## config.mk

```make
export PLATFORM = sky130hd
export DESIGN_NAME = neoSysLatch
export DESIGN_NICKNAME = d
export VERILOG_FILES = /design/src/neoPkg.sv /design/src/neoSysLatch.sv
export SDC_FILE = /design/constraint.sdc
export NUM_CORES = 1
export LEC_CHECK = 0
export ABC_AREA = 1
export BUFFER_PORTS_ARGS = -buffer_cell sky130_fd_sc_hd__buf_2
export CAP_MARGIN = 20
export CORE_AREA = 4 4 41 43
export DETAILED_ROUTE_END_ITERATION = 16
export DIE_AREA = 0 0 45 47
export SYNTH_ARGS = -nofsm -noshare
export SYNTH_HDL_FRONTEND = slang
export SYNTH_SLANG_ARGS = --single-unit
```

## constraint.sdc

```tcl
create_clock -name CLK_24M -period 1.1 [get_ports CLK_24M]
set_input_delay 0.055 -clock CLK_24M [delete_from_list [all_inputs] [get_ports CLK_24M]]
set_output_delay 0.055 -clock CLK_24M [all_outputs]
set_load 0.01 [all_outputs]
```

## src/neoPkg.sv

```systemverilog
package neoPkg;

	// Memory map of the 68000 side

	// One palette bank holds 4096 words
	localparam int palBankWords = 4096;

	// Upper address byte of the player input ports (read only)
	localparam logic [7:0] p1Region = 8'h30;
	localparam logic [7:0] p2Region = 8'h34;

	// System latch, upper byte 3A with bits 15..5 clear (write only)
	localparam logic [7:0] sysRegion = 8'h3A;

	// Palette when A22 set and A23 clear
	localparam int palRegionBit = 22;

	// Undriven data bus reads back as all ones
	localparam logic [15:0] openBus = 16'hFFFF;

	// One request on the simplified synchronous 68000 bus
	typedef struct packed {
		logic        req;
		logic        write;
		// Byte lanes, nUDS and nLDS active high
		logic        upperEn;
		logic        lowerEn;
		// Byte address bits 23 to 1
		logic [23:1] addr;
		logic [15:0] wdata;
	} cpuBusReq;

	// Chip selects and decoded fields
	typedef struct packed {
		logic        selP1;
		logic        selP2;
		logic        selSys;
		logic        selPal;
		// Word index inside one bank
		logic [11:0] palAddr;
		// Latch bit number and new value
		logic [2:0]  sysIndex;
		logic        sysValue;
	} busSelect;

	// Addressable latch outputs, MSB first so bit n is latch output n
	typedef struct packed {
		logic palBank;
		logic sramWen;
		logic systemRom;
		logic regEn;
		logic cardWenB;
		logic cardWen;
		logic vecSwap;
		logic shadow;
	} sysFlags;

	// Palette word, raw for the CPU, colour fields for video
	typedef union packed {
		logic [15:0] raw;
		struct packed {
			logic       dark;
			// Shared low bits of each channel
			logic       r0;
			logic       g0;
			logic       b0;
			logic [3:0] rHi;
			logic [3:0] gHi;
			logic [3:0] bHi;
		} fields;
	} palWord;

	// DAC levels, 7 bits per channel
	typedef struct packed {
		logic [6:0] red;
		logic [6:0] green;
		logic [6:0] blue;
	} rgbPixel;

endpackage

```

## src/neoSysLatch.sv

```systemverilog
module neoSysLatch import neoPkg::*; (
	input  logic     CLK_24M,
	input  logic     reset,
	input  busSelect sel,
	output sysFlags  flags
);

	// Latch contents, bit n drives output n
	logic [7:0] latchBits;

	// Addressable latch, one bit per write
	always_ff @(posedge CLK_24M) begin
		if (reset) begin
			latchBits <= '0;
		end else if (sel.selSys) begin
			// Other bits keep their state
			latchBits[sel.sysIndex] <= sel.sysValue;
		end
	end

	// Same bit order as the struct
	assign flags = sysFlags'(latchBits);

endmodule

```

Word level (Yosys, flattened, before mapping)
Cells that the tools add are included.
{"block": "word_totals", "register_bits": 8, "input_bits": 22, "out_inout_bits": 8, "wordCells": 7}
{"block": "op_classes", "n_lt_le_gt_ge": 2, "mux": 3, "n_reduce_logical": 1}
{"operator": "8-bit bitwise mux", "n": 1}
{"operator": "3-bit by 4-bit less-than comparator with 1-bit output, second input constant", "n": 1}
{"operator": "1-bit demux with 3-bit select", "n": 1}
{"operator": "3-bit by 1-bit greater-or-equal comparator with 1-bit output, second input constant", "n": 1}
{"operator": "1-bit logical AND", "n": 1}
{"operator": "1-bit two-way mux", "n": 1}

Logic depth before layout (Yosys ltp)
{"block": "depth", "ltp_word": 5, "mapped_depth": 5, "depth_no_buf": 5}

Worst setup path before layout
No wires, ideal clock.
{"block": "synth_timing", "kind": "register to register", "from": "register latchBits[2] (netlist: flags[2])", "to": "register latchBits[2] (netlist: flags[2])", "setup_ps": 115, "arrival_time_ps": 474, "slack_ps": 511, "path_stages_with_launch": 3, "path_cell_list": "dfxtp_1 a21oi_1 nor2_1"}
{"block": "synth_between", "elab_chain_len": 1}
{"element": "from (decl)", "line_no": "neoSysLatch.sv:9", "rtl": "logic [7:0] latchBits;"}
{"element": "from (signal, indexed assignment)", "line_no": "neoSysLatch.sv:17", "rtl": "latchBits[sel.sysIndex] <= sel.sysValue;"}
{"element": "8-bit bitwise mux", "line_no": "neoSysLatch.sv:17"}
No other way between the ends.
A chain may end at the register's enable or synchronous reset.

Worst setup path after layout
{"block": "layout_timing", "from": "register latchBits[6] (netlist: flags[6])", "to": "output port flags[6] in the netlist's numbering"}
{"element": "to (decl)", "line_no": "neoSysLatch.sv:5", "rtl": "output sysFlags flags"}
No word-level cell between the ends.

==> flow_summary.yaml <==
worst_setup_path:
  cp-start-kind: "flip-flop"
  cp.required_ps: 1040
  crit_chain: "buf_2"
  cp-end-kind: "output pin"
  critPathBufInv: 1
  crit_fanout: 2
  critPathSlowestCell: "dfxtp_1"
  critical_path_class: "flip-flop to output pin"
  arrival_ps: 700
  critPathTopFamily: "flip-flops"
  max_stage_delay_ps: 320
grt:
  grt_pass1_wl_um: 1350
  first_global_vias: 327
  antenna_found_initial: 0
  grt_max_degree: 9
  grt-ovfl-total: 0
  gr-usage-all-layers_pct: 9.34
clocking:
  cts_root_buffer: "clkbuf_4"
  post_cts_buffers: 0
  htreeDepth: 1
  cts.sinks: 8
  clk_pin_slew_ps: 50
  cts_tree: "done"
  clk_path_buf_depth: 2
  clk_latency_ps: 250
  numCtsBuffers: 3
  hold_buffers: 0
  cts-resized-gates: 0
timing:
  setup_viol: 0
  fin_tns_setup_ps: 0
  max_freq_mhz: 1320
  fin_crit_sh_pct: 68.7
  fin_skew_ps: 0
  worst_pin_slew_ps: 255
  fin_ws_ps: 344
  slew-limit-headroom_pct: 82.9
  maxSlewViolCount: 0
  hold_viol: 0
  min_period_ps: 756
  rsz0062_at_grt: "no"
synth:
  synth.avg_cell_area_sq_um: 6.77
  syn-num-nets: 76
  yosysUniqueCellTypes: 9
  ys_ff_latch: 8
  synth.cell_area_sq_um: 365
  ys_seq_area_share_pct: 43.8
  yosysWarnings: 0
  netlist_instances: 54
die:
  row_count: 13
  dieHeight_um: 47
  start_util_pct: 28.1
  io-pin-count: 30
  die_width_um: 45
  die_area_sq_um: 2120
  core_sq_um: 1300
placed_design:
  port_buffers: 14
  dp_hpwl_um: 599
  gp_congestion: 0.737
  dp_slack_ps: 383
detailed_routing:
  ant_nets: 0
  post-route-drc-count: 0
  wl_per_cell_um: 9.40
  wirelength_um: 808
  viasPerCell: 4.40
  drtIter0Drc: 7
  dr.pass1.iters: 4
  num_vias: 378
cells_and_area:
  fill_cells: 157
  synthToLayoutAreaGrowth_pct: 30.5
  nets: 95
  antennaDiodeCount: 0
  ff_latch_area_sq_um: 160
  multi_input_area_sq_um: 179
  layout-drive-gt1-share_pct: 31.0
  largest_register_ffs: 8
power_and_ir_drop:
  ir_worst_vdd_uv: 633
  leakage_uw: 0.000254
  p_per_area_nw_per_um2: 1290
min_path:
  hold_path.class: "input pin to flip-flop"
run_status:
  status: "finished clean"
job:
  cap_viol_max_count: 0
-- metal layers --
| metal | global-route usage, % | vias to the layer above | routed length [um] |
|---|---|---|---|
| li1 | - | 203 | - |
| met3 | 3.45 | 0 | 75 |
| met5 | 0 | - | 0 |
| met2 | 10.7 | 12 | 299 |
| met1 | 12.8 | 163 | 434 |
| met4 | 8.77 | 0 | 0 |
-- worst paths after layout --
kind / start / to / slack [ps] / cells past startpoint
setup reg to reg: flags[5] / flags[5] / 530 / 2
hold / removal: reset / flags[4] / 170 / 4
hold reg to reg: flags[3] / flags[3] / 480 / 2
setup / recovery: flags[6] / flags[6] / 340 / 1
-- through the flow --
step,std cells,utilization (%),instance area (sq um),hold slack [ps],power (uW)
CTS,86,36.6,477,148,628
global placement,83,34.9,454,415,398
finish,86,36.6,477,167,617
global route,86,36.6,477,191,661
detailed placement,83,34.9,454,420,400
floorplan,54,-,365,279,365
-- final cells by class --
cell class,count,share of cell area [%]
multi-input cells,39,37.5
flip-flops and latches,8,33.6
repair buffers,14,14.7
inverters,7,5.51
clock buffers,3,4.72
well taps,15,3.94
-- Yosys cell counts (all sizes together) --
cell    n  share of area [%]
dfxtp   8                 44
nand2  11                 11
nor2   14                 18
inv     7                7.2
nand3   7                9.6
a21oi   7                9.6
-- power breakdown --
part	switching, uW	leakage (uW)	internal [uW]	total (uW)
clock network	98.5	0.0000138	125	223
registers	4.20	0.0000650	300	304
logic	56.0	0.000175	33.0	89.0
-- layout by cell type, fill, tap and decap left out --
| cell | instances |
|---|---|
| nor2_1 | 10 |
| inv_2 | 1 |
| dfxtp_1 | 8 |
| nor2_4 | 1 |
| nand3_1 | 7 |
| clkbuf_4 | 3 |
| nand2_1 | 11 |
| a21oi_1 | 7 |
| buf_2 | 14 |
| inv_1 | 6 |
| nor2_2 | 3 |
-- cells by family after synthesis --
kind of cell	share of synthesized area, %
compound gates	9.59
simple gates	39.4
flops	43.8
buf+inv	7.19
(Power assumes the default switching activity.)
