--- src/neoPkg.sv ---
package neoPkg;

	// Memory map of the 68000 side

	// One palette bank holds 4096 words
	localparam int palBankWords = 4096;

	// Upper address byte of the player input ports (read only)
	localparam logic [7:0] p1Region = 8'h30;
	localparam logic [7:0] p2Region = 8'h34;

	// System latch, upper byte 3A with bits 15..5 clear (write only)
	localparam logic [7:0] sysRegion = 8'h3A;

	// Palette when A22 set and A23 clear
	localparam int palRegionBit = 22;

	// Undriven data bus reads back as all ones
	localparam logic [15:0] openBus = 16'hFFFF;

	// One request on the simplified synchronous 68000 bus
	typedef struct packed {
		logic        req;
		logic        write;
		// Byte lanes, nUDS and nLDS active high
		logic        upperEn;
		logic        lowerEn;
		// Byte address bits 23 to 1
		logic [23:1] addr;
		logic [15:0] wdata;
	} cpuBusReq;

	// Chip selects and decoded fields
	typedef struct packed {
		logic        selP1;
		logic        selP2;
		logic        selSys;
		logic        selPal;
		// Word index inside one bank
		logic [11:0] palAddr;
		// Latch bit number and new value
		logic [2:0]  sysIndex;
		logic        sysValue;
	} busSelect;

	// Addressable latch outputs, MSB first so bit n is latch output n
	typedef struct packed {
		logic palBank;
		logic sramWen;
		logic systemRom;
		logic regEn;
		logic cardWenB;
		logic cardWen;
		logic vecSwap;
		logic shadow;
	} sysFlags;

	// Palette word, raw for the CPU, colour fields for video
	typedef union packed {
		logic [15:0] raw;
		struct packed {
			logic       dark;
			// Shared low bits of each channel
			logic       r0;
			logic       g0;
			logic       b0;
			logic [3:0] rHi;
			logic [3:0] gHi;
			logic [3:0] bHi;
		} fields;
	} palWord;

	// DAC levels, 7 bits per channel
	typedef struct packed {
		logic [6:0] red;
		logic [6:0] green;
		logic [6:0] blue;
	} rgbPixel;

endpackage

--- src/neoAddrDecode.sv ---
module neoAddrDecode import neoPkg::*; (
	input  cpuBusReq cpuBus,
	output busSelect sel
);

	// Top byte of the address picks the chip
	logic [7:0] upperByte;

	// Request direction
	logic isRead;
	logic isWrite;

	// Region hits before direction is applied
	logic inP1;
	logic inP2;
	logic inSys;
	logic inPal;

	assign upperByte = cpuBus.addr[23:16];

	assign isRead  = cpuBus.req && !cpuBus.write;
	assign isWrite = cpuBus.req && cpuBus.write;

	// Input ports decode on the full upper byte
	assign inP1 = (upperByte == p1Region);
	assign inP2 = (upperByte == p2Region);

	// Latch sits in the bottom 32 bytes of its region only
	assign inSys = (upperByte == sysRegion) && (cpuBus.addr[15:5] == '0);

	// Whole 4MB window mirrors the palette
	assign inPal = cpuBus.addr[palRegionBit] && !cpuBus.addr[palRegionBit + 1];

	always_comb begin
		// Inputs only answer reads
		sel.selP1 = isRead && inP1;
		sel.selP2 = isRead && inP2;

		// Latch only reacts to writes, reads fall to open bus
		sel.selSys = isWrite && inSys;

		// Palette takes both directions
		sel.selPal = cpuBus.req && inPal;

		// A12..A1, higher bits ignored so the region mirrors
		sel.palAddr = cpuBus.addr[12:1];

		// A4..A2 pick the latch output
		sel.sysIndex = cpuBus.addr[4:2];
		// A1 is the data bit
		sel.sysValue = cpuBus.addr[1];
	end

endmodule

--- config.mk ---
export PLATFORM = sky130hd
export DESIGN_NAME = neoAddrDecode
export DESIGN_NICKNAME = d
export VERILOG_FILES = /design/src/neoPkg.sv /design/src/neoAddrDecode.sv
export SDC_FILE = /design/constraint.sdc
export NUM_CORES = 1
export LEC_CHECK = 0
export ABC_AREA = 1
export BUFFER_PORTS_ARGS = -buffer_cell sky130_fd_sc_hd__buf_2
export CAP_MARGIN = 25
export CORE_AREA = 2 2 39 41
export DETAILED_ROUTE_END_ITERATION = 16
export DIE_AREA = 0 0 41 43
export PLACE_DENSITY_LB_ADDON = 0.2
export SYNTH_ARGS = -nofsm -noshare
export SYNTH_HDL_FRONTEND = slang
export SYNTH_SLANG_ARGS = --single-unit
--- constraint.sdc ---
create_clock -name vclk -period 0.8
set_input_delay 0.12 -clock vclk [all_inputs]
set_output_delay 0.12 -clock vclk [all_outputs]
set_load 0.02 [all_outputs]
* Word level (Yosys, flattened, before mapping)
Index checks and enable logic that the tools add are counted.
** Storage, ports and cells
- Word-level logic and storage cells :: 14
- Output and inout bits :: 20
- Register bits after elaboration :: 0
- Input bits :: 43
** Cells by class
- Eq/ne operators :: 3
- Reduce and logical (&&, ||, !) cells :: 11
** Operator list (number)
- $eq A8 B6 Y1 const B :: 3
- $logic_not A11 Y1 :: 1
- $logic_and A1 B1 Y1 :: 8
- $logic_not A1 Y1 :: 2

* Longest topological paths before layout
- Word-level depth :: 3
- Mapped depth :: 6
- Gate-level depth less buffers :: 6

* Worst setup path after synthesis
Ideal clock, no wire load.
- Path type :: input -> output
- Start point :: in cpuBus[41] (netlist bit)
- End point :: out sel[18] (netlist bit)
- Slack :: 0.037 ns
- Path buffers :: 0
- Arrival time :: 0.643 ns
- Required time :: 0.680 ns
- Cell stages on the path :: 3
- Cell sequence :: nor3b_2 > nand2_1 > nor2_1
** RTL lines
- start, declared :: line neoAddrDecode.sv:2 : input cpuBusReq cpuBus,
- end, declared :: line neoAddrDecode.sv:3 : output busSelect sel

==> results.cfg <==
[outcome]
status = finished, violations left
violations = setup timing

[finish]
num_antenna_cells = 0
clkbuf_count = 0
finalNetCount = 110
final_util_pct = 31.5
synthToLayoutAreaGrowth_pct = 69.8
drive_gt1_share_pct = 64.6
finalNonFillerCells = 81
nFillCells = 160
seq_cells = 0
register_area_um2 = 0

[yosys]
ys_seq_area_share_pct = 0
yosysWarnings = 0
avgSynthCellArea_um2 = 5.46
yosys-top-cells-area = buf_4 47%, nor2_1 16%, nand2_1 15%
yosys.area.top_type = buf_4
synthCells = 47
synth_cell_types = 8
synth_top_area_share_pct = 46.8
synth_nets = 90
syn_area_um2 = 256

[power]
p_int_mw = 0.107
power_density_nw_per_um2 = 445
switching_share_pct = 44.9
power_frac_comb_pct = 100.0
switchingPower_mw = 0.0871
p_leak_nw = 0.231
p_seq_share_pct = 0
ir_drop_mv = 0.113
clkPwrFrac_pct = 0

[timing]
setup_violations = 3
finalCritPeriodShare_pct = 106
final_max_slew_viol_count = 0
rsz0062_at_grt = yes
fin_crit_ns = 0.848
fin_ws_ns = -0.0476
finalHoldViolations = 0
tns_ns = -0.0918
max-slew-margin-rel_pct = 90.2
timing_worst_slew_pin_value_ns = 0.146
fmax_mhz = 1180

[routing]
vias = 304
wire_per_inst_um = 7.70
vias_per_cell = 3.75
firstDrtPassIters = 2
remaining_drc_errors = 0
postRouteAntennaNets = 0
routed_wl_um = 624
drt_iter0_markers = 1

[run]
cap_violations = 0

[worst_setup_path]
worstPathCellList = buf_6 -> nor2_2 -> nand2_1 -> nor2_2 -> nand2_1 -> nor2_2 -> buf_6
cp_max_fo = 2
cpMaxStageDelayCell = buf_6
arrival_ns = 0.73
worst-path-buf-inv = 2
cpPeakStageDelay_ns = 0.12
path_class = input port to output pin
cp.required_ns = 0.68
crit_path_frequent_cell = nor2_2
critical-path-top-delay-family = simple AND/OR/NAND/NOR gates
cp-start-kind = input port
worstSetupEndpointType = output pin

[global_routing]
grt_overflow = 0
grt_pass1_wl_um = 724
antenna_found_initial = 0
grt_start_max_net_pins = 4
first_global_vias = 216
track_usage_pct = 5.59

[placed_design]
place_inst = 81
post-place-ws_ns = -0.129
dpl.hpwl_um = 497
io_buffers = 33
finalWeightedCongestion = 0.628

[floorplanning]
core_um2 = 1380
io_pins = 63
die_area_um2 = 1760
die_height_um = 43
core.rowCount = 14
die_w_um = 41
start_util_pct = 18.5

[clock_tree]
hold_buffers = 0

[min_path]
min_path_type = input port to output pin
cell families after synthesis:
group	count (synthesis)	share of synthesized area, %
buffers and inverters	20	52.7
AND/OR/NAND/NOR	27	47.3
placed cells by master, fill, tap and decap left out, drive strengths merged:
cell type | netlist | final
buf | 16 | 34
inv | 4 | 4
nand2 | 10 | 10
nand3 | 1 | 1
nand4 | 1 | 1
nor2 | 14 | 14
nor3b | 1 | 1
Yosys cell counts (all sizes together):
cell type / count
buf: 16
nor2: 14
nand2: 10
inv: 4
nand3: 1
nand4: 1
nor3b: 1
routing by layer:
| metal | part of all wire (%) | global-route usage [%] |
|---|---|---|
| met1 | 30 | 5.70 |
| met2 | 53 | 11.6 |
| met3 | 17 | 0.524 |
| met4 | 0 | 0 |
| met5 | 0 | 0 |
path summary, 6_finish.rpt:
path                       start  endpoint  slack (ns)  cells past startpoint
worst max-delay path  cpuBus[25]   sel[17]       -0.05                      7
worst min-delay path  cpuBus[16]    sel[4]        0.24                      0
timing repair:
action | in CTS | in global routing
endpoints found under the setup margin | 3 | 3
pin swaps | 15 | 10
setup buffers | 0 | 0
gates resized for setup | 14 | 8
per-stage QoR:
stage	cell area (µm²)	hold WS, ns	power, mW
final	435	0.240	0.194
after global routing	435	0.240	0.212
after CTS	398	0.240	0.177
after detailed placement	329	0.240	0.146
after global placement	329	0.240	0.145
after floorplan	256	0.320	0.146
power groups by stage:
stage                     logic, mW  registers, mW  clock network [mW]
final                         0.194              0                   0
after global placement        0.145              0                   0
after global routing          0.212              0                   0
after floorplan               0.146              0                   0
after detailed placement      0.146              0                   0
after CTS                     0.177              0                   0
final cells by class:
class / count / area (µm²) / share of cell area [%]
Timing Repair Buffer: 34 / 253 / 58.0
Multi-Input combinational cell: 27 / 148 / 33.9
Tap cell: 16 / 20.0 / 4.60
Inverter: 4 / 15.0 / 3.45
Note: power is estimated with default switching activity, not from simulation.
