## src/neoPkg.sv

```systemverilog
package neoPkg;

	// Memory map of the 68000 side

	// One palette bank holds 4096 words
	localparam int palBankWords = 4096;

	// Upper address byte of the player input ports (read only)
	localparam logic [7:0] p1Region = 8'h30;
	localparam logic [7:0] p2Region = 8'h34;

	// System latch, upper byte 3A with bits 15..5 clear (write only)
	localparam logic [7:0] sysRegion = 8'h3A;

	// Palette when A22 set and A23 clear
	localparam int palRegionBit = 22;

	// Undriven data bus reads back as all ones
	localparam logic [15:0] openBus = 16'hFFFF;

	// One request on the simplified synchronous 68000 bus
	typedef struct packed {
		logic        req;
		logic        write;
		// Byte lanes, nUDS and nLDS active high
		logic        upperEn;
		logic        lowerEn;
		// Byte address bits 23 to 1
		logic [23:1] addr;
		logic [15:0] wdata;
	} cpuBusReq;

	// Chip selects and decoded fields
	typedef struct packed {
		logic        selP1;
		logic        selP2;
		logic        selSys;
		logic        selPal;
		// Word index inside one bank
		logic [11:0] palAddr;
		// Latch bit number and new value
		logic [2:0]  sysIndex;
		logic        sysValue;
	} busSelect;

	// Addressable latch outputs, MSB first so bit n is latch output n
	typedef struct packed {
		logic palBank;
		logic sramWen;
		logic systemRom;
		logic regEn;
		logic cardWenB;
		logic cardWen;
		logic vecSwap;
		logic shadow;
	} sysFlags;

	// Palette word, raw for the CPU, colour fields for video
	typedef union packed {
		logic [15:0] raw;
		struct packed {
			logic       dark;
			// Shared low bits of each channel
			logic       r0;
			logic       g0;
			logic       b0;
			logic [3:0] rHi;
			logic [3:0] gHi;
			logic [3:0] bHi;
		} fields;
	} palWord;

	// DAC levels, 7 bits per channel
	typedef struct packed {
		logic [6:0] red;
		logic [6:0] green;
		logic [6:0] blue;
	} rgbPixel;

endpackage

```

## src/neoReadPath.sv

```systemverilog
module neoReadPath import neoPkg::*; (
	input  logic        CLK_24M,
	input  logic        reset,
	input  cpuBusReq    cpuBus,
	input  busSelect    sel,
	input  logic [7:0]  p1In,
	input  logic [7:0]  p2In,
	input  logic [7:0]  dipSw,
	input  palWord      palData,
	output logic [15:0] readData,
	output logic        readValid
);

	logic        isRead;
	// Word for every source other than the palette
	logic [15:0] inWord;

	// Two stages, matching the palette RAM latency
	logic        validQ1;
	logic        validQ2;
	logic        palQ1;
	logic        palQ2;
	logic [15:0] wordQ1;
	logic [15:0] wordQ2;

	assign isRead = cpuBus.req && !cpuBus.write;

	// Input ports sampled at the request edge
	always_comb begin
		if (sel.selP1) begin
			// DIP switches share the P1 word
			inWord = {p1In, dipSw};
		end else if (sel.selP2) begin
			// Nothing on the low byte
			inWord = {p2In, 8'hFF};
		end else begin
			inWord = openBus;
		end
	end

	// Read strobe pipeline
	always_ff @(posedge CLK_24M) begin
		if (reset) begin
			validQ1   <= 1'b0;
			validQ2   <= 1'b0;
			readValid <= 1'b0;
		end else begin
			validQ1   <= isRead;
			validQ2   <= validQ1;
			readValid <= validQ2;
		end
	end

	// Source choice travels with the strobe
	always_ff @(posedge CLK_24M) begin
		palQ1  <= sel.selPal;
		wordQ1 <= inWord;
		palQ2  <= palQ1;
		wordQ2 <= wordQ1;
		// Palette word is ready in the second stage
		readData <= palQ2 ? palData.raw : wordQ2;
	end

endmodule

```

## config.mk

```make
export PLATFORM = sky130hd
export DESIGN_NAME = neoReadPath
export DESIGN_NICKNAME = d
export VERILOG_FILES = /design/src/neoPkg.sv /design/src/neoReadPath.sv
export SDC_FILE = /design/constraint.sdc
export NUM_CORES = 1
export LEC_CHECK = 0
export BUFFER_PORTS_ARGS = -buffer_cell sky130_fd_sc_hd__buf_2
export CAP_MARGIN = 20
export CORE_MARGIN = 5
export CORE_UTILIZATION = 40
export DETAILED_ROUTE_END_ITERATION = 16
export PLACE_DENSITY = 0.89
export RECOVER_POWER = 100
export SYNTH_ARGS = -nofsm -noshare
export SYNTH_HDL_FRONTEND = slang
export SYNTH_SLANG_ARGS = --single-unit
```

## constraint.sdc

```tcl
create_clock -name CLK_24M -period 1.58 [get_ports CLK_24M]
set_input_delay 0.158 -clock CLK_24M [delete_from_list [all_inputs] [get_ports CLK_24M]]
set_output_delay 0.158 -clock CLK_24M [all_outputs]
set_load 0.05 [all_outputs]
```

==> Word level (Yosys, flattened, before mapping) <==
Cells that the tools add are included.
{ "totals": {"ff_bits": 53} }
{ "classes": {"n_reduce_logical": 2, "n_mux": 3} }
{ "ops": {"columns": ["cell", "count"], "rows": [
  ["16-bit 2-to-1 mux", 3],
  ["1-bit logical AND", 1],
  ["1-bit logical NOT", 1]
]} }

==> Depth between registers and ports, before layout <==
{ "logic_depth": {"ltp_word": 2, "depth_mapped": 3, "ltp_nobuf": 2} }

==> Worst setup path before layout <==
No wires, ideal clock.
{ "synth_timing": {"path_kind": "register -> register", "from": "register palQ2", "to": "register readData[10]", "path_slack_ps": 612, "setup_ps": 121, "period_less_slack_ps": 968, "t_arrival_ps": 847, "required_time_ps": 1459, "n_path_buf": 2, "stages_incl_launch_ff": 4, "cell_sequence": "dfxtp_1 -> buf_6 -> buf_12 -> mux2_4"} }
{ "synth_between": {"elab_chain_cells": 1} }
{ "synth_lines": {"columns": ["item", "line_no", "text"], "rows": [
  ["start: declaration", "neoReadPath.sv:22", "logic palQ2;"],
  ["start signal: assignment", "neoReadPath.sv:58", "palQ2 <= palQ1;"],
  ["16-bit 2-to-1 mux", "neoReadPath.sv:61", "readData <= palQ2 ? palData.raw : wordQ2;"],
  ["end signal: assignment", "neoReadPath.sv:61", null],
  ["end: declaration", "neoReadPath.sv:10", "output logic [15:0] readData,"]
]} }
Every way passes these cells.
A chain may end at the register's enable or synchronous reset.

==> Final worst setup path <==
{ "layout_timing": {"from": "register readData[11]", "to": "output readData[11]"} }
No word-level cell between the ends.

==> impl_metrics.sql <==
INSERT INTO impl_metrics (metric_group, metric, value, unit) VALUES
('worst_setup_path', 'setup.worst_path.start_class', 'register', ''),
('worst_setup_path', 'worst-endpoint-arrival', '1.09', 'ns'),
('grt', 'number_of_global_route_vias_before_repair', '933', ''),
('place', 'place.detailed.instances', '211', ''),
('sta', 'final_setup_tns', '0', 'ns'),
('yosys', 'syn_avg_cell_area', '14.8', 'sq um'),
('pwr', 'vdd.ir_drop.worst', '0.000506', 'V'),
('grt', 'antenna_found_initial', '0', ''),
('grt', 'wire_length_of_the_first_global_routing_pass', '4200', 'um'),
('worst_setup_path', 'critPathKind', 'reg2out', ''),
('detailed_routing', 'via_per_inst', '4.10', ''),
('die', 'starting_density_of_the_core', '41.3', '%'),
('clocking', 'cts_tree', 'done', ''),
('clocking', 'ctsRootBufferMaster', 'sky130_fd_sc_hd__clkbuf_8', ''),
('sta', 'grt_setup_unrepaired', 'no', ''),
('die', 'die_h', '71.5', 'um'),
('sta', 'clock.fmax', '801', 'MHz'),
('detailed_routing', 'drtPass1Iterations', '2', ''),
('job', 'cap_violations', '0', ''),
('yosys', 'synth.ff_latch_count', '53', ''),
('worst_setup_path', 'timing.critical_path.cells', 'clkbuf_1', ''),
('place', 'gp_congestion', '0.673', ''),
('grt', 'grt_use_total', '11.4', '%'),
('grt', 'grt.overflow.total', '0', ''),
('worst_setup_path', 'critPathMaxStageDelay', '0.47', 'ns'),
('clocking', 'clockBufferDepth', '2', ''),
('finish', 'p_r_area_growth_vs_syn', '27.2', '%'),
('finish', 'post_route_cells_drive_above_1_share', '34.9', '%'),
('clocking', 'cts-resized-gates', '0', ''),
('worst_setup_path', 'worstSetupEndpointType', 'output port', ''),
('yosys', 'synth.net_count', '207', ''),
('clocking', 'worstSkewPairLatency', '0.30', 'ns'),
('clocking', 'cts-buffers-inserted', '5', ''),
('place', 'port_buffers', '63', ''),
('sta', 'fin_ws', '0.332', 'ns'),
('detailed_routing', 'post-route-drc-count', '0', ''),
('finish', 'n_fill_cell', '356', ''),
('finish', 'nNetsFinal', '277', ''),
('worst_setup_path', 'path_max_fanout', '1', ''),
('sta', 'finClkSkew', '0.00357', 'ns'),
('outcome', 'status', 'complete, no violations', ''),
('die', 'chipWidth', '71.5', 'um'),
('yosys', 'mappedNetlistArea', '0.00151', 'sq mm'),
('pwr', 'p_leak', '0.876', 'nW'),
('worst_setup_path', 'worst-path-buf-inv', '1', ''),
('clocking', 'cts_post_setup_buffers_inserted', '0', ''),
('die', 'dieArea', '0.00511', 'sq mm'),
('worst_setup_path', 'critical_path.top_delay_family', 'buffers and inverters', ''),
('sta', 'max_slew_margin', '59.5', '%'),
('yosys', 'ys_warn_count', '0', ''),
('sta', 'timing_max_transition_violations_final', '0', ''),
('clocking', 'htree_num_levels', '2', ''),
('finish', 'most_common_cell_after_layout_fill_and_taps_aside', 'sky130_fd_sc_hd__dfxtp_1', ''),
('sta', 'max_slew.worst_pin.slew', '0.611', 'ns'),
('yosys', 'postSynthCellCount', '102', ''),
('finish', 'final_cells', '220', ''),
('sta', 'fin_hold_ws', '0.0277', 'ns'),
('detailed_routing', 'routed_wirelength', '2700', 'um'),
('clocking', 'clkTransAtPathRegs', '0.09', 'ns'),
('yosys', 'synth_area_leaders', 'sky130_fd_sc_hd__dfxtp_1, sky130_fd_sc_hd__mux2_4, sky130_fd_sc_hd__mux2_2', ''),
('sta', 'period_minus_slack', '1.25', 'ns'),
('yosys', 'synth.yosys.seq_area_share', '70.1', '%'),
('sta', 'final-setup-viol-count', '0', ''),
('yosys', 'yosys.area.top_type', 'sky130_fd_sc_hd__dfxtp_1', ''),
('finish', 'layout.cells.most_common_list', 'sky130_fd_sc_hd__dfxtp_1, sky130_fd_sc_hd__buf_2, sky130_fd_sc_hd__clkbuf_1, sky130_fd_sc_hd__mux2_1, sky130_fd_sc_hd__inv_1', ''),
('die', 'coreArea', '0.00366', 'sq mm'),
('worst_setup_path', 'required_time_of_the_critical_path', '1.42', 'ns'),
('yosys', 'synth_top_area_share', '70.1', '%'),
('finish', 'ant_cells', '0', ''),
('detailed_routing', 'route.antenna.remaining_nets', '0', ''),
('yosys', 'synth.distinct_cells', '13', '');
==> per-layer routing <==
layer	vias up	part of all wire (%)	global-route usage, %
met4	0	4.6	8.56
li1	466	-	-
met1	384	39	11.5
met5	-	0	0
met2	43	47	18.0
met3	9	9.9	5.75
==> where the power goes <==
part           total (mW)  switching, mW  internal, mW
combinational       0.294          0.187         0.106
clock               0.869          0.400         0.468
sequential           1.45         0.0217          1.43
total                2.61          0.609          2.00
==> area by class of cell <==
cell class                 instances  area, sq um  share of cell area [%]
sequential                        53         1060                    55.1
multi-input combinational         37          342                    17.8
timing repair buffer              67          324                    16.8
clock buffer                       5         68.8                    3.58
tap                               48         60.1                    3.12
clock inverter                     2         38.8                    2.02
inverter                           8         30.0                    1.56
==> cells by family after synthesis <==
kind of cell	Yosys count	synth area share (%)
simple gates	13	6.04
buf+inv	12	5.05
flops	53	70.1
mux	16	14.4
compound gates	8	4.38
==> synth_stat cells <==
library cell                count
sky130_fd_sc_hd__mux2_2         6
sky130_fd_sc_hd__buf_12         1
sky130_fd_sc_hd__a2bb2oi_1      7
sky130_fd_sc_hd__nor3b_1        2
sky130_fd_sc_hd__inv_1          8
sky130_fd_sc_hd__nor2b_1        2
sky130_fd_sc_hd__buf_6          1
sky130_fd_sc_hd__a21oi_1        1
sky130_fd_sc_hd__or2b_1         6
sky130_fd_sc_hd__nand2b_1       3
sky130_fd_sc_hd__dfxtp_1       53
sky130_fd_sc_hd__buf_4          2
sky130_fd_sc_hd__mux2_4        10
==> timing repair <==
item,in CTS,in global routing
hold buffers,2,0
setup endpoints to repair,0,0
hold endpoints to repair,2,0
==> per-stage QoR <==
step	power [mW]	utilization [%]	area, sq um
6_report	2.61	52.6	1920
5_1_grt	2.74	52.6	1920
2_1_floorplan	1.70	-	1510
4_1_cts	2.67	54.2	1980
3_3_place_gp	1.79	50.7	1860
3_5_place_dp	1.80	50.7	1860
==> sequential cells by signal, indices dropped and copies added, names as in the netlist <==
signal and count:
readData 16, wordQ1 16, wordQ2 16, palQ1 1, palQ2 1, readValid 1, validQ1 1, validQ2 1
==> worst paths after layout <==
kind	cells after the start	end	from	slack, ns
max	1	readData[11]	readData[11]	0.33
min	2	wordQ1[5]	dipSw[5]	0.03
max reg2reg	2	readData[3]	palQ2	0.42
min reg2reg	0	wordQ2[11]	wordQ1[11]	0.33
Power figures use the tool's default switching activity.
