### config.mk
export PLATFORM = sky130hd
export DESIGN_NAME = neoVideoOut
export DESIGN_NICKNAME = d
export VERILOG_FILES = /design/src/neoPkg.sv /design/src/neoVideoOut.sv
export SDC_FILE = /design/constraint.sdc
export NUM_CORES = 1
export LEC_CHECK = 0
export BUFFER_PORTS_ARGS = -buffer_cell sky130_fd_sc_hd__buf_4
export CORE_UTILIZATION = 49
export DETAILED_ROUTE_END_ITERATION = 7
export PLACE_DENSITY = 0.88
export SYNTH_ARGS = -nofsm -noshare
export SYNTH_HDL_FRONTEND = slang
export SYNTH_SLANG_ARGS = --single-unit
export TNS_END_PERCENT = 20
### constraint.sdc
create_clock -name CLK_24M -period 3 [get_ports CLK_24M]
set_clock_uncertainty 0.05 [all_clocks]
set_input_delay 0.15 -clock CLK_24M [delete_from_list [all_inputs] [get_ports CLK_24M]]
set_output_delay 0.15 -clock CLK_24M [all_outputs]
set_load 0.05 [all_outputs]
### src/neoPkg.sv
package neoPkg;

	// Memory map of the 68000 side

	// One palette bank holds 4096 words
	localparam int palBankWords = 4096;

	// Upper address byte of the player input ports (read only)
	localparam logic [7:0] p1Region = 8'h30;
	localparam logic [7:0] p2Region = 8'h34;

	// System latch, upper byte 3A with bits 15..5 clear (write only)
	localparam logic [7:0] sysRegion = 8'h3A;

	// Palette when A22 set and A23 clear
	localparam int palRegionBit = 22;

	// Undriven data bus reads back as all ones
	localparam logic [15:0] openBus = 16'hFFFF;

	// One request on the simplified synchronous 68000 bus
	typedef struct packed {
		logic        req;
		logic        write;
		// Byte lanes, nUDS and nLDS active high
		logic        upperEn;
		logic        lowerEn;
		// Byte address bits 23 to 1
		logic [23:1] addr;
		logic [15:0] wdata;
	} cpuBusReq;

	// Chip selects and decoded fields
	typedef struct packed {
		logic        selP1;
		logic        selP2;
		logic        selSys;
		logic        selPal;
		// Word index inside one bank
		logic [11:0] palAddr;
		// Latch bit number and new value
		logic [2:0]  sysIndex;
		logic        sysValue;
	} busSelect;

	// Addressable latch outputs, MSB first so bit n is latch output n
	typedef struct packed {
		logic palBank;
		logic sramWen;
		logic systemRom;
		logic regEn;
		logic cardWenB;
		logic cardWen;
		logic vecSwap;
		logic shadow;
	} sysFlags;

	// Palette word, raw for the CPU, colour fields for video
	typedef union packed {
		logic [15:0] raw;
		struct packed {
			logic       dark;
			// Shared low bits of each channel
			logic       r0;
			logic       g0;
			logic       b0;
			logic [3:0] rHi;
			logic [3:0] gHi;
			logic [3:0] bHi;
		} fields;
	} palWord;

	// DAC levels, 7 bits per channel
	typedef struct packed {
		logic [6:0] red;
		logic [6:0] green;
		logic [6:0] blue;
	} rgbPixel;

endpackage

### src/neoVideoOut.sv
module neoVideoOut import neoPkg::*; (
	input  logic    CLK_24M,
	input  logic    reset,
	input  logic    pixelValid,
	input  palWord  vidWord,
	input  logic    shadow,
	output rgbPixel rgbOut,
	output logic    videoValid
);

	// Pixel strobe through two stages to meet the RAM word
	logic    pixelQ;
	logic    validQ;
	// Shadow in step with the RAM word
	logic    shadowQ;
	rgbPixel nextRgb;

	// Five-bit value times 4 plus 2 unless dark and halved under shadow
	function automatic logic [6:0] chanLevel(
		input logic [3:0] hi,
		input logic       lo,
		input logic       dark,
		input logic       halve
	);
		logic [6:0] level;
		level = {hi, lo, ~dark, 1'b0};
		// Shadow resistor halves the DAC swing
		if (halve) begin
			level = level >> 1;
		end
		return level;
	endfunction

	// Colour fields of the union
	always_comb begin
		nextRgb.red   = chanLevel(vidWord.fields.rHi, vidWord.fields.r0,
			vidWord.fields.dark, shadowQ);
		nextRgb.green = chanLevel(vidWord.fields.gHi, vidWord.fields.g0,
			vidWord.fields.dark, shadowQ);
		nextRgb.blue  = chanLevel(vidWord.fields.bHi, vidWord.fields.b0,
			vidWord.fields.dark, shadowQ);
	end

	always_ff @(posedge CLK_24M) begin
		if (reset) begin
			pixelQ     <= 1'b0;
			validQ     <= 1'b0;
			shadowQ    <= 1'b0;
			videoValid <= 1'b0;
			rgbOut     <= '0;
		end else begin
			pixelQ     <= pixelValid;
			validQ     <= pixelQ;
			shadowQ    <= shadow;
			videoValid <= validQ;
			// Hold the last colour between pixels
			if (validQ) begin
				rgbOut <= nextRgb;
			end
		end
	end

endmodule

# After elaboration in Yosys (flattened, before gate mapping)
# Cells that the tools add are included.
[classes]
add_sub_neg = 0
n_mul = 0
div = 0
n_lt_le_gt_ge = 0
n_eq_ne = 0
shift = 0
mux = 3
n_bitwise = 1
reduce_logical = 0
[op_table]
columns = ["cell", "n"]
rows = [
  ["7-bit 2-to-1 mux", 3],
  ["1-bit NOT", 1],
]
[word_totals]
regBits = 25
latchBits = 0
ramBits = 0
rom_bits = 0
input_bits = 20
wordCells = 11
mem_count = 0

# Longest topological paths before layout
# Gate-level depths: netlist (run 1).
[depth]
depth_word = 2
mapped_depth = 3
depth_no_buf = 2

# Worst setup path after synthesis (run 1)
# Ideal clock, no wire load.
[synth_timing]
path_kind = "register -> output"
startpoint = "register rgbOut[14] in the netlist's numbering"
endpoint = "output rgbOut[14] in the netlist's numbering"
arrival_time_ns = 0.934
required_time_ns = 2.800
setup_slack_ns = 1.866
stages_incl_launch_ff = 2
n_path_buf = 1
path_cell_list = "dfxtp_1 > buf_4"
[synth_lines]
columns = ["element", "line_no", "source"]
rows = [
  ["start: declaration", "neoVideoOut.sv:7", "output rgbPixel rgbOut,"],
  ["start signal: assignment", "neoVideoOut.sv:58", "rgbOut <= nextRgb;"],
]
# No word-level cell between the ends.

==> run_results.csv, run 1 <==
group,metric,value,unit
outcome,status,"finished, final reports clean",
clock_tree,cts_tree,"yes",
detailed_routing,wirelength,2030,um
grt,grt_pass1_wl,3110,um
sta,postLayoutSetupSlackWorst,1.34,ns
worst_setup_path,critPathKind,"reg2reg",
worst_setup_path,crit_family,"flip-flops",
worst_setup_path,crit_arrival,1.82,ns
floorplan,core_area,1780,sq um
floorplan,die_w,46.1,um
place,hpwlAfterDp,1460,um
power,leakagePower,0.529,nW
power,power_density,466,nW/um^2
sta,tightest_slew,0.942,ns
floorplan,initial_core_util,53.5,%
yosys,synthesis.nets,115,
worst_setup_path,endpoint_kind,"flip-flop",
place,dp_slack,1.35,ns
sta,setup_tns,0,ns
floorplan,die-area,2130,sq um
yosys,synth_largest_area_cell,"dfxtp_1",
sta,rsz0062_at_grt,"false",
grt,antenna_found_initial,0,
worst_setup_path,cp.required,3.16,ns
cells_and_area,n_antenna_cell,0,
yosys,syn_area,955,sq um
sta,relSlewSlack,37.1,%
worst_setup_path,startpoint_type,"flip-flop",
yosys,synth_cell_type_count,15,
place,placed_area,1240,sq um
floorplan,std_cell_rows,15,
yosys,ys_top_cells_by_area,"dfxtp_1 (48%), mux2i_1 (13%), a211oi_1 (9.4%)",
sta,fmax,601,MHz
detailed_routing,viasPerCell,5.20,
place,port_buffers,41,
place,gp_congestion,0.689,
detailed_routing,firstDrtPassIters,4,
clock_tree,cts_sinks,23,
yosys,ys_warn_count,0,
yosys,yosysTopAreaCellShare,48.2,%
yosys,synth_area_per_cell,10.0,sq um
worst_setup_path,crit_buf_inv,1,
cells_and_area,final_nets,154,
run,drv_cap,0,
yosys,ys_ff_latch,23,
detailed_routing,first_iter_violations,15,
worst_hold_path,hp-class,"in2reg",
detailed_routing,vias,822,
sta,hold_viol,0,
grt,grt_pass1_vias,727,
floorplan,fp.dieH,46.1,um
cells_and_area,design_area,1280,sq um
power,vdd_ir_drop_max,0.000315,V
yosys,seq_area_frac_synth,48.2,%
clock_tree,clk_pin_slew_worst_paths,0.12,ns
detailed_routing,drc_errors,0,
grt,track_usage,20.5,%
cells_and_area,final_common_cell,"buf_4",
sta,drv_slew,0,
sta,layout_min_cycle_time,1.66,ns
worst_setup_path,slowest_stage,"dfxtp_1",
clock_tree,cts_buffers,3,
clock_tree,cts_root_buf,"clkbuf_4",
cells_and_area,drive_gt1_share,36.8,%
worst_setup_path,crit_chain,"buf_4 -> nor2_1 -> a211oi_1",
yosys,syn_inst,95,
clock_tree,postCtsSetupRepairBufs,0,
worst_setup_path,cpPeakStageDelay,0.96,ns
clock_tree,clockBufferDepth,2,
grt,overflow,0,
floorplan,io_pins,42,
detailed_routing,wl_per_cell,12.8,um
sta,setup_violations,0,
cells_and_area,layout_common_cells,"buf_4 (42), dfxtp_1 (23), nor2_1 (15), mux2i_1 (12), a211oi_1 (12)",
sta,fin_crit_sh,55.5,%
worst_setup_path,crit_path_max_fanout,30,
grt,grt_max_degree,31,
detailed_routing,ant_nets,0,
clock_tree,clock_latency,0.29,ns
clock_tree,h-tree-depth,1,
cells_and_area,area_growth,34.6,%
==> through the flow <==
stage          utilization, %  total power, mW  hold WS [ns]  instances
2_1_floorplan               -            0.424         0.172         95
3_3_place_gp             69.5            0.467         0.308        152
3_5_place_dp             69.5            0.471         0.314        152
4_1_cts                  72.1            0.606        0.0669        158
5_1_grt                  72.1            0.629        0.0887        158
6_report                 72.1            0.599        0.0786        158
==> cells in the mapped netlist <==
cell type,n
dfxtp_1,23
clkbuf_1,1
buf_6,1
nor2b_1,4
nand3b_1,4
buf_4,3
nand2b_1,4
nand2_1,3
a311oi_2,3
a211oi_1,12
mux2i_1,12
buf_2,5
a21oi_1,4
nor2_1,15
or2_4,1
==> layer usage <==
layer | GRT usage [%] | routed length, um
met3 | 3.92 | 142
met5 | 0 | 0
met4 | 8.82 | 12
met1 | 25.9 | 830
met2 | 33.8 | 1040
==> worst paths after layout <==
| path | from | end | slack [ns] | depth (start not counted) |
|---|---|---|---|---|
| setup / recovery | validQ | rgbOut[2] | 1.34 | 3 |
| hold / removal | vidWord[15] | rgbOut[14] | 0.08 | 3 |
| setup reg to reg | validQ | rgbOut[2] | 1.34 | 3 |
| hold reg to reg | pixelQ | validQ | 0.41 | 1 |
==> where the power goes <==
| part | internal [mW] | leakage [nW] | switching [mW] |
|---|---|---|---|
| registers | 0.320 | 0.188 | 0.0163 |
| clock network | 0.0517 | 0.0150 | 0.0814 |
| logic | 0.0547 | 0.326 | 0.0752 |
==> what timing repair did <==
action	4_1_cts	5_1_grt
endpoints found under the hold margin	2	0
resized for setup	0	0
setup endpoints to repair	0	0
hold buffers	2	0
==> cell type report <==
cell class              instances  area, sq um
flip-flops and latches         23          460
multi-input cells              62          432
well taps                      25         31.3
clock buffers                   4         26.3
fillers                       151          498
repair buffers                 44          335
==> cells by family (layout without fill, tap and decap cells) <==
logic type             Yosys count  count (layout)  synth area share [%]
DFF                             23              23                  48.2
buffers and inverters           10              48                  6.55
AOI/OAI and AO/OA               19              19                  16.3
and+or+nand+nor                 31              31                  16.4
muxes                           12              12                  12.6
==> flip-flops by register name (all words and copies together) (netlist names) <==
name	flops
rgbOut	19
shadowQ	1
videoValid	1
validQ	1
pixelQ	1
==> worst min-delay path: stages <==
cell	delay, ns
buf_4	0.09
nand3b_1	0.09
a21oi_1	0.06
Power figures use the tool's default switching activity.
==> run 2: changes to the inputs <==
Settings changed: CORE_UTILIZATION 49 to 45, PLACE_DENSITY 0.88 to 0.83.
Clock period 3 ns to 1.6 ns, I/O delays scaled along.
==> run 2 against run 1 <==
Compared with the run above:
- routed wire length up 3.2%
- cell area up 4.6%
- hold slack worse by 0.042 ns
- critical path type unchanged
- critical endpoint is now rgbOut[12]
- highest routed layer is now met3
==> run_results.csv, run 2 (synthesized netlist as in run 1, its figures left out) <==
group,metric,value,unit
cells_and_area,drive_gt1_share,37.4,%
worst_setup_path,cpPeakStageDelay,0.48,ns
power,p_switching,0.347,mW
place,placed_area,1260,sq um
clock_tree,clockBufferDepth,2,
clock_tree,clock_latency,0.30,ns
detailed_routing,drc_errors,0,
cells_and_area,final_common_cell,"buf_4",
sta,fin_crit_sh,80.3,%
floorplan,std_cell_rows,16,
cells_and_area,area_growth,40.8,%
clock_tree,cts_tree,"yes",
worst_setup_path,critPathKind,"reg2reg",
grt,grt_max_degree,25,
place,hpwlAfterDp,1440,um
sta,hold_viol,0,
detailed_routing,firstDrtPassIters,4,
worst_hold_path,hold_start,"vidWord[13]",
power,pwr-share-clk,23.1,%
power,comb_power_share,23.5,%
floorplan,initial_core_util,48.2,%
detailed_routing,wl_met2,1070,um
power,vdd_ir_drop_max,0.000599,V
detailed_routing,ant_nets,0,
clock_tree,cts_resized,0,
grt,overflow,0,
cells_and_area,fill_cells,165,
clock_tree,h-tree-depth,1,
worst_setup_path,timing.rr.start,"shadowQ",
clock_tree,postCtsSetupRepairBufs,0,
worst_hold_path,min_to,"rgbOut[8]",
place,gp_congestion,0.713,
worst_setup_path,crit_path_max_fanout,14,
grt,grt_pass1_wl,2910,um
detailed_routing,route.met3.wl,85,um
worst_setup_path,crit_chain,"buf_4 -> mux2i_1 -> a211oi_1",
cells_and_area,finish.utilization,67.8,%
clock_tree,clk_pin_slew_worst_paths,0.13,ns
detailed_routing,viasPerCell,4.96,
outcome,status,"finished, final reports clean",
worst_setup_path,r2r-end,"rgbOut[12]",
sta,rsz0062_at_grt,"false",
detailed_routing,m1WireLength,938,um
grt,antenna_found_initial,0,
detailed_routing,vias,823,
worst_setup_path,r2r_cells,3,
detailed_routing,wl_per_cell,12.6,um
sta,drv_slew,0,
floorplan,die_w,48.1,um
worst_setup_path,endpoint_kind,"flip-flop",
place,port_buffers,41,
sta,fin_hold_ws,0.0362,ns
power,leakagePower,0.559,nW
worst_setup_path,cp.required,1.77,ns
clock_tree,cts_root_buf,"clkbuf_4",
sta,setup_tns,0,ns
run,drv_cap,0,
sta,relSlewSlack,83.0,%
floorplan,die-area,2310,sq um
power,power_density,856,nW/um^2
worst_setup_path,slowest_stage,"dfxtp_1",
grt,track_usage,18.6,%
grt,grt_pass1_vias,709,
detailed_routing,wirelength,2090,um
sta,setup_violations,0,
sta,layout_min_cycle_time,1.29,ns
worst_setup_path,crit_arrival,1.46,ns
power,swShare,30.1,%
power,p_int,0.804,mW
clock_tree,cts_buffers,3,
floorplan,fp.dieH,48.1,um
worst_setup_path,startpoint_type,"flip-flop",
worst_hold_path,whs_path_depth,3,
worst_hold_path,hp-class,"in2reg",
cells_and_area,design_area,1340,sq um
clock_tree,cts_sinks,23,
floorplan,io_pins,42,
cells_and_area,final_nets,160,
cells_and_area,largest_reg_flops,19,
power,power_frac_seq,53.5,%
sta,tightest_slew,0.255,ns
cells_and_area,layout_common_cells,"buf_4 (44), dfxtp_1 (23), nor2_1 (15), mux2i_1 (12), a211oi_1 (12)",
floorplan,core_area,1980,sq um
cells_and_area,n_antenna_cell,0,
detailed_routing,route.top_layer_used,"met3",
clock_tree,postCtsHoldBufs,6,
detailed_routing,first_iter_violations,10,
sta,fmax,778,MHz
worst_setup_path,reg2reg_slack,0.31,ns
cells_and_area,largest-register,"rgbOut",
-- run 2: worst max path at each step --
stage               startpoint  slack, ns  cells after the start         end
detailed placement     shadowQ       0.39                      3   rgbOut[9]
global route           shadowQ       0.25                      3  rgbOut[12]
floorplan           rgbOut[14]       0.54                      1  rgbOut[14]
finish                 shadowQ       0.31                      3  rgbOut[12]
CTS                    shadowQ       0.37                      3   rgbOut[4]
global placement       shadowQ       0.43                      3   rgbOut[2]
-- run 2: cell type report --
cell class	count	area [sq um]	area share, %
Clock buffer	3	22.5	1.68
Timing Repair Buffer	50	390	29.1
Multi-Input combinational cell	62	432	32.1
Clock inverter	1	5.00	0.372
Tap cell	27	33.8	2.51
Sequential cell	23	460	34.3
-- run 2: stage by stage --
step / worst slack [ns] / power [mW] / cells
2_1_floorplan: 0.536 / 0.795 / 95
3_3_place_gp: 0.432 / 0.879 / 156
3_5_place_dp: 0.394 / 0.885 / 156
4_1_cts: 0.370 / 1.16 / 166
5_1_grt: 0.246 / 1.21 / 166
6_report: 0.315 / 1.15 / 166
-- run 2: per-layer routing --
layer  up-vias  GRT usage [%]
met4         0           6.67
met2        31           33.5
met3         0           4.91
li1        420              -
met1       372           20.9
met5         -              0
-- run 2: power groups by stage --
stage	clock (mW)	sequential (mW)	combinational, mW
after floorplan	0	0.705	0.0895
after global placement	0	0.627	0.252
after detailed placement	0	0.628	0.257
after CTS	0.273	0.615	0.270
after global routing	0.301	0.619	0.288
final	0.266	0.615	0.270
-- run 2: worst max-delay path, delay by kind of cell (launching register included) --
family                 cells  cell delay [ns]
AOI/OAI and AO/OA          1             0.27
DFF                        1             0.48
buffers and inverters      1             0.29
muxes                      1             0.11
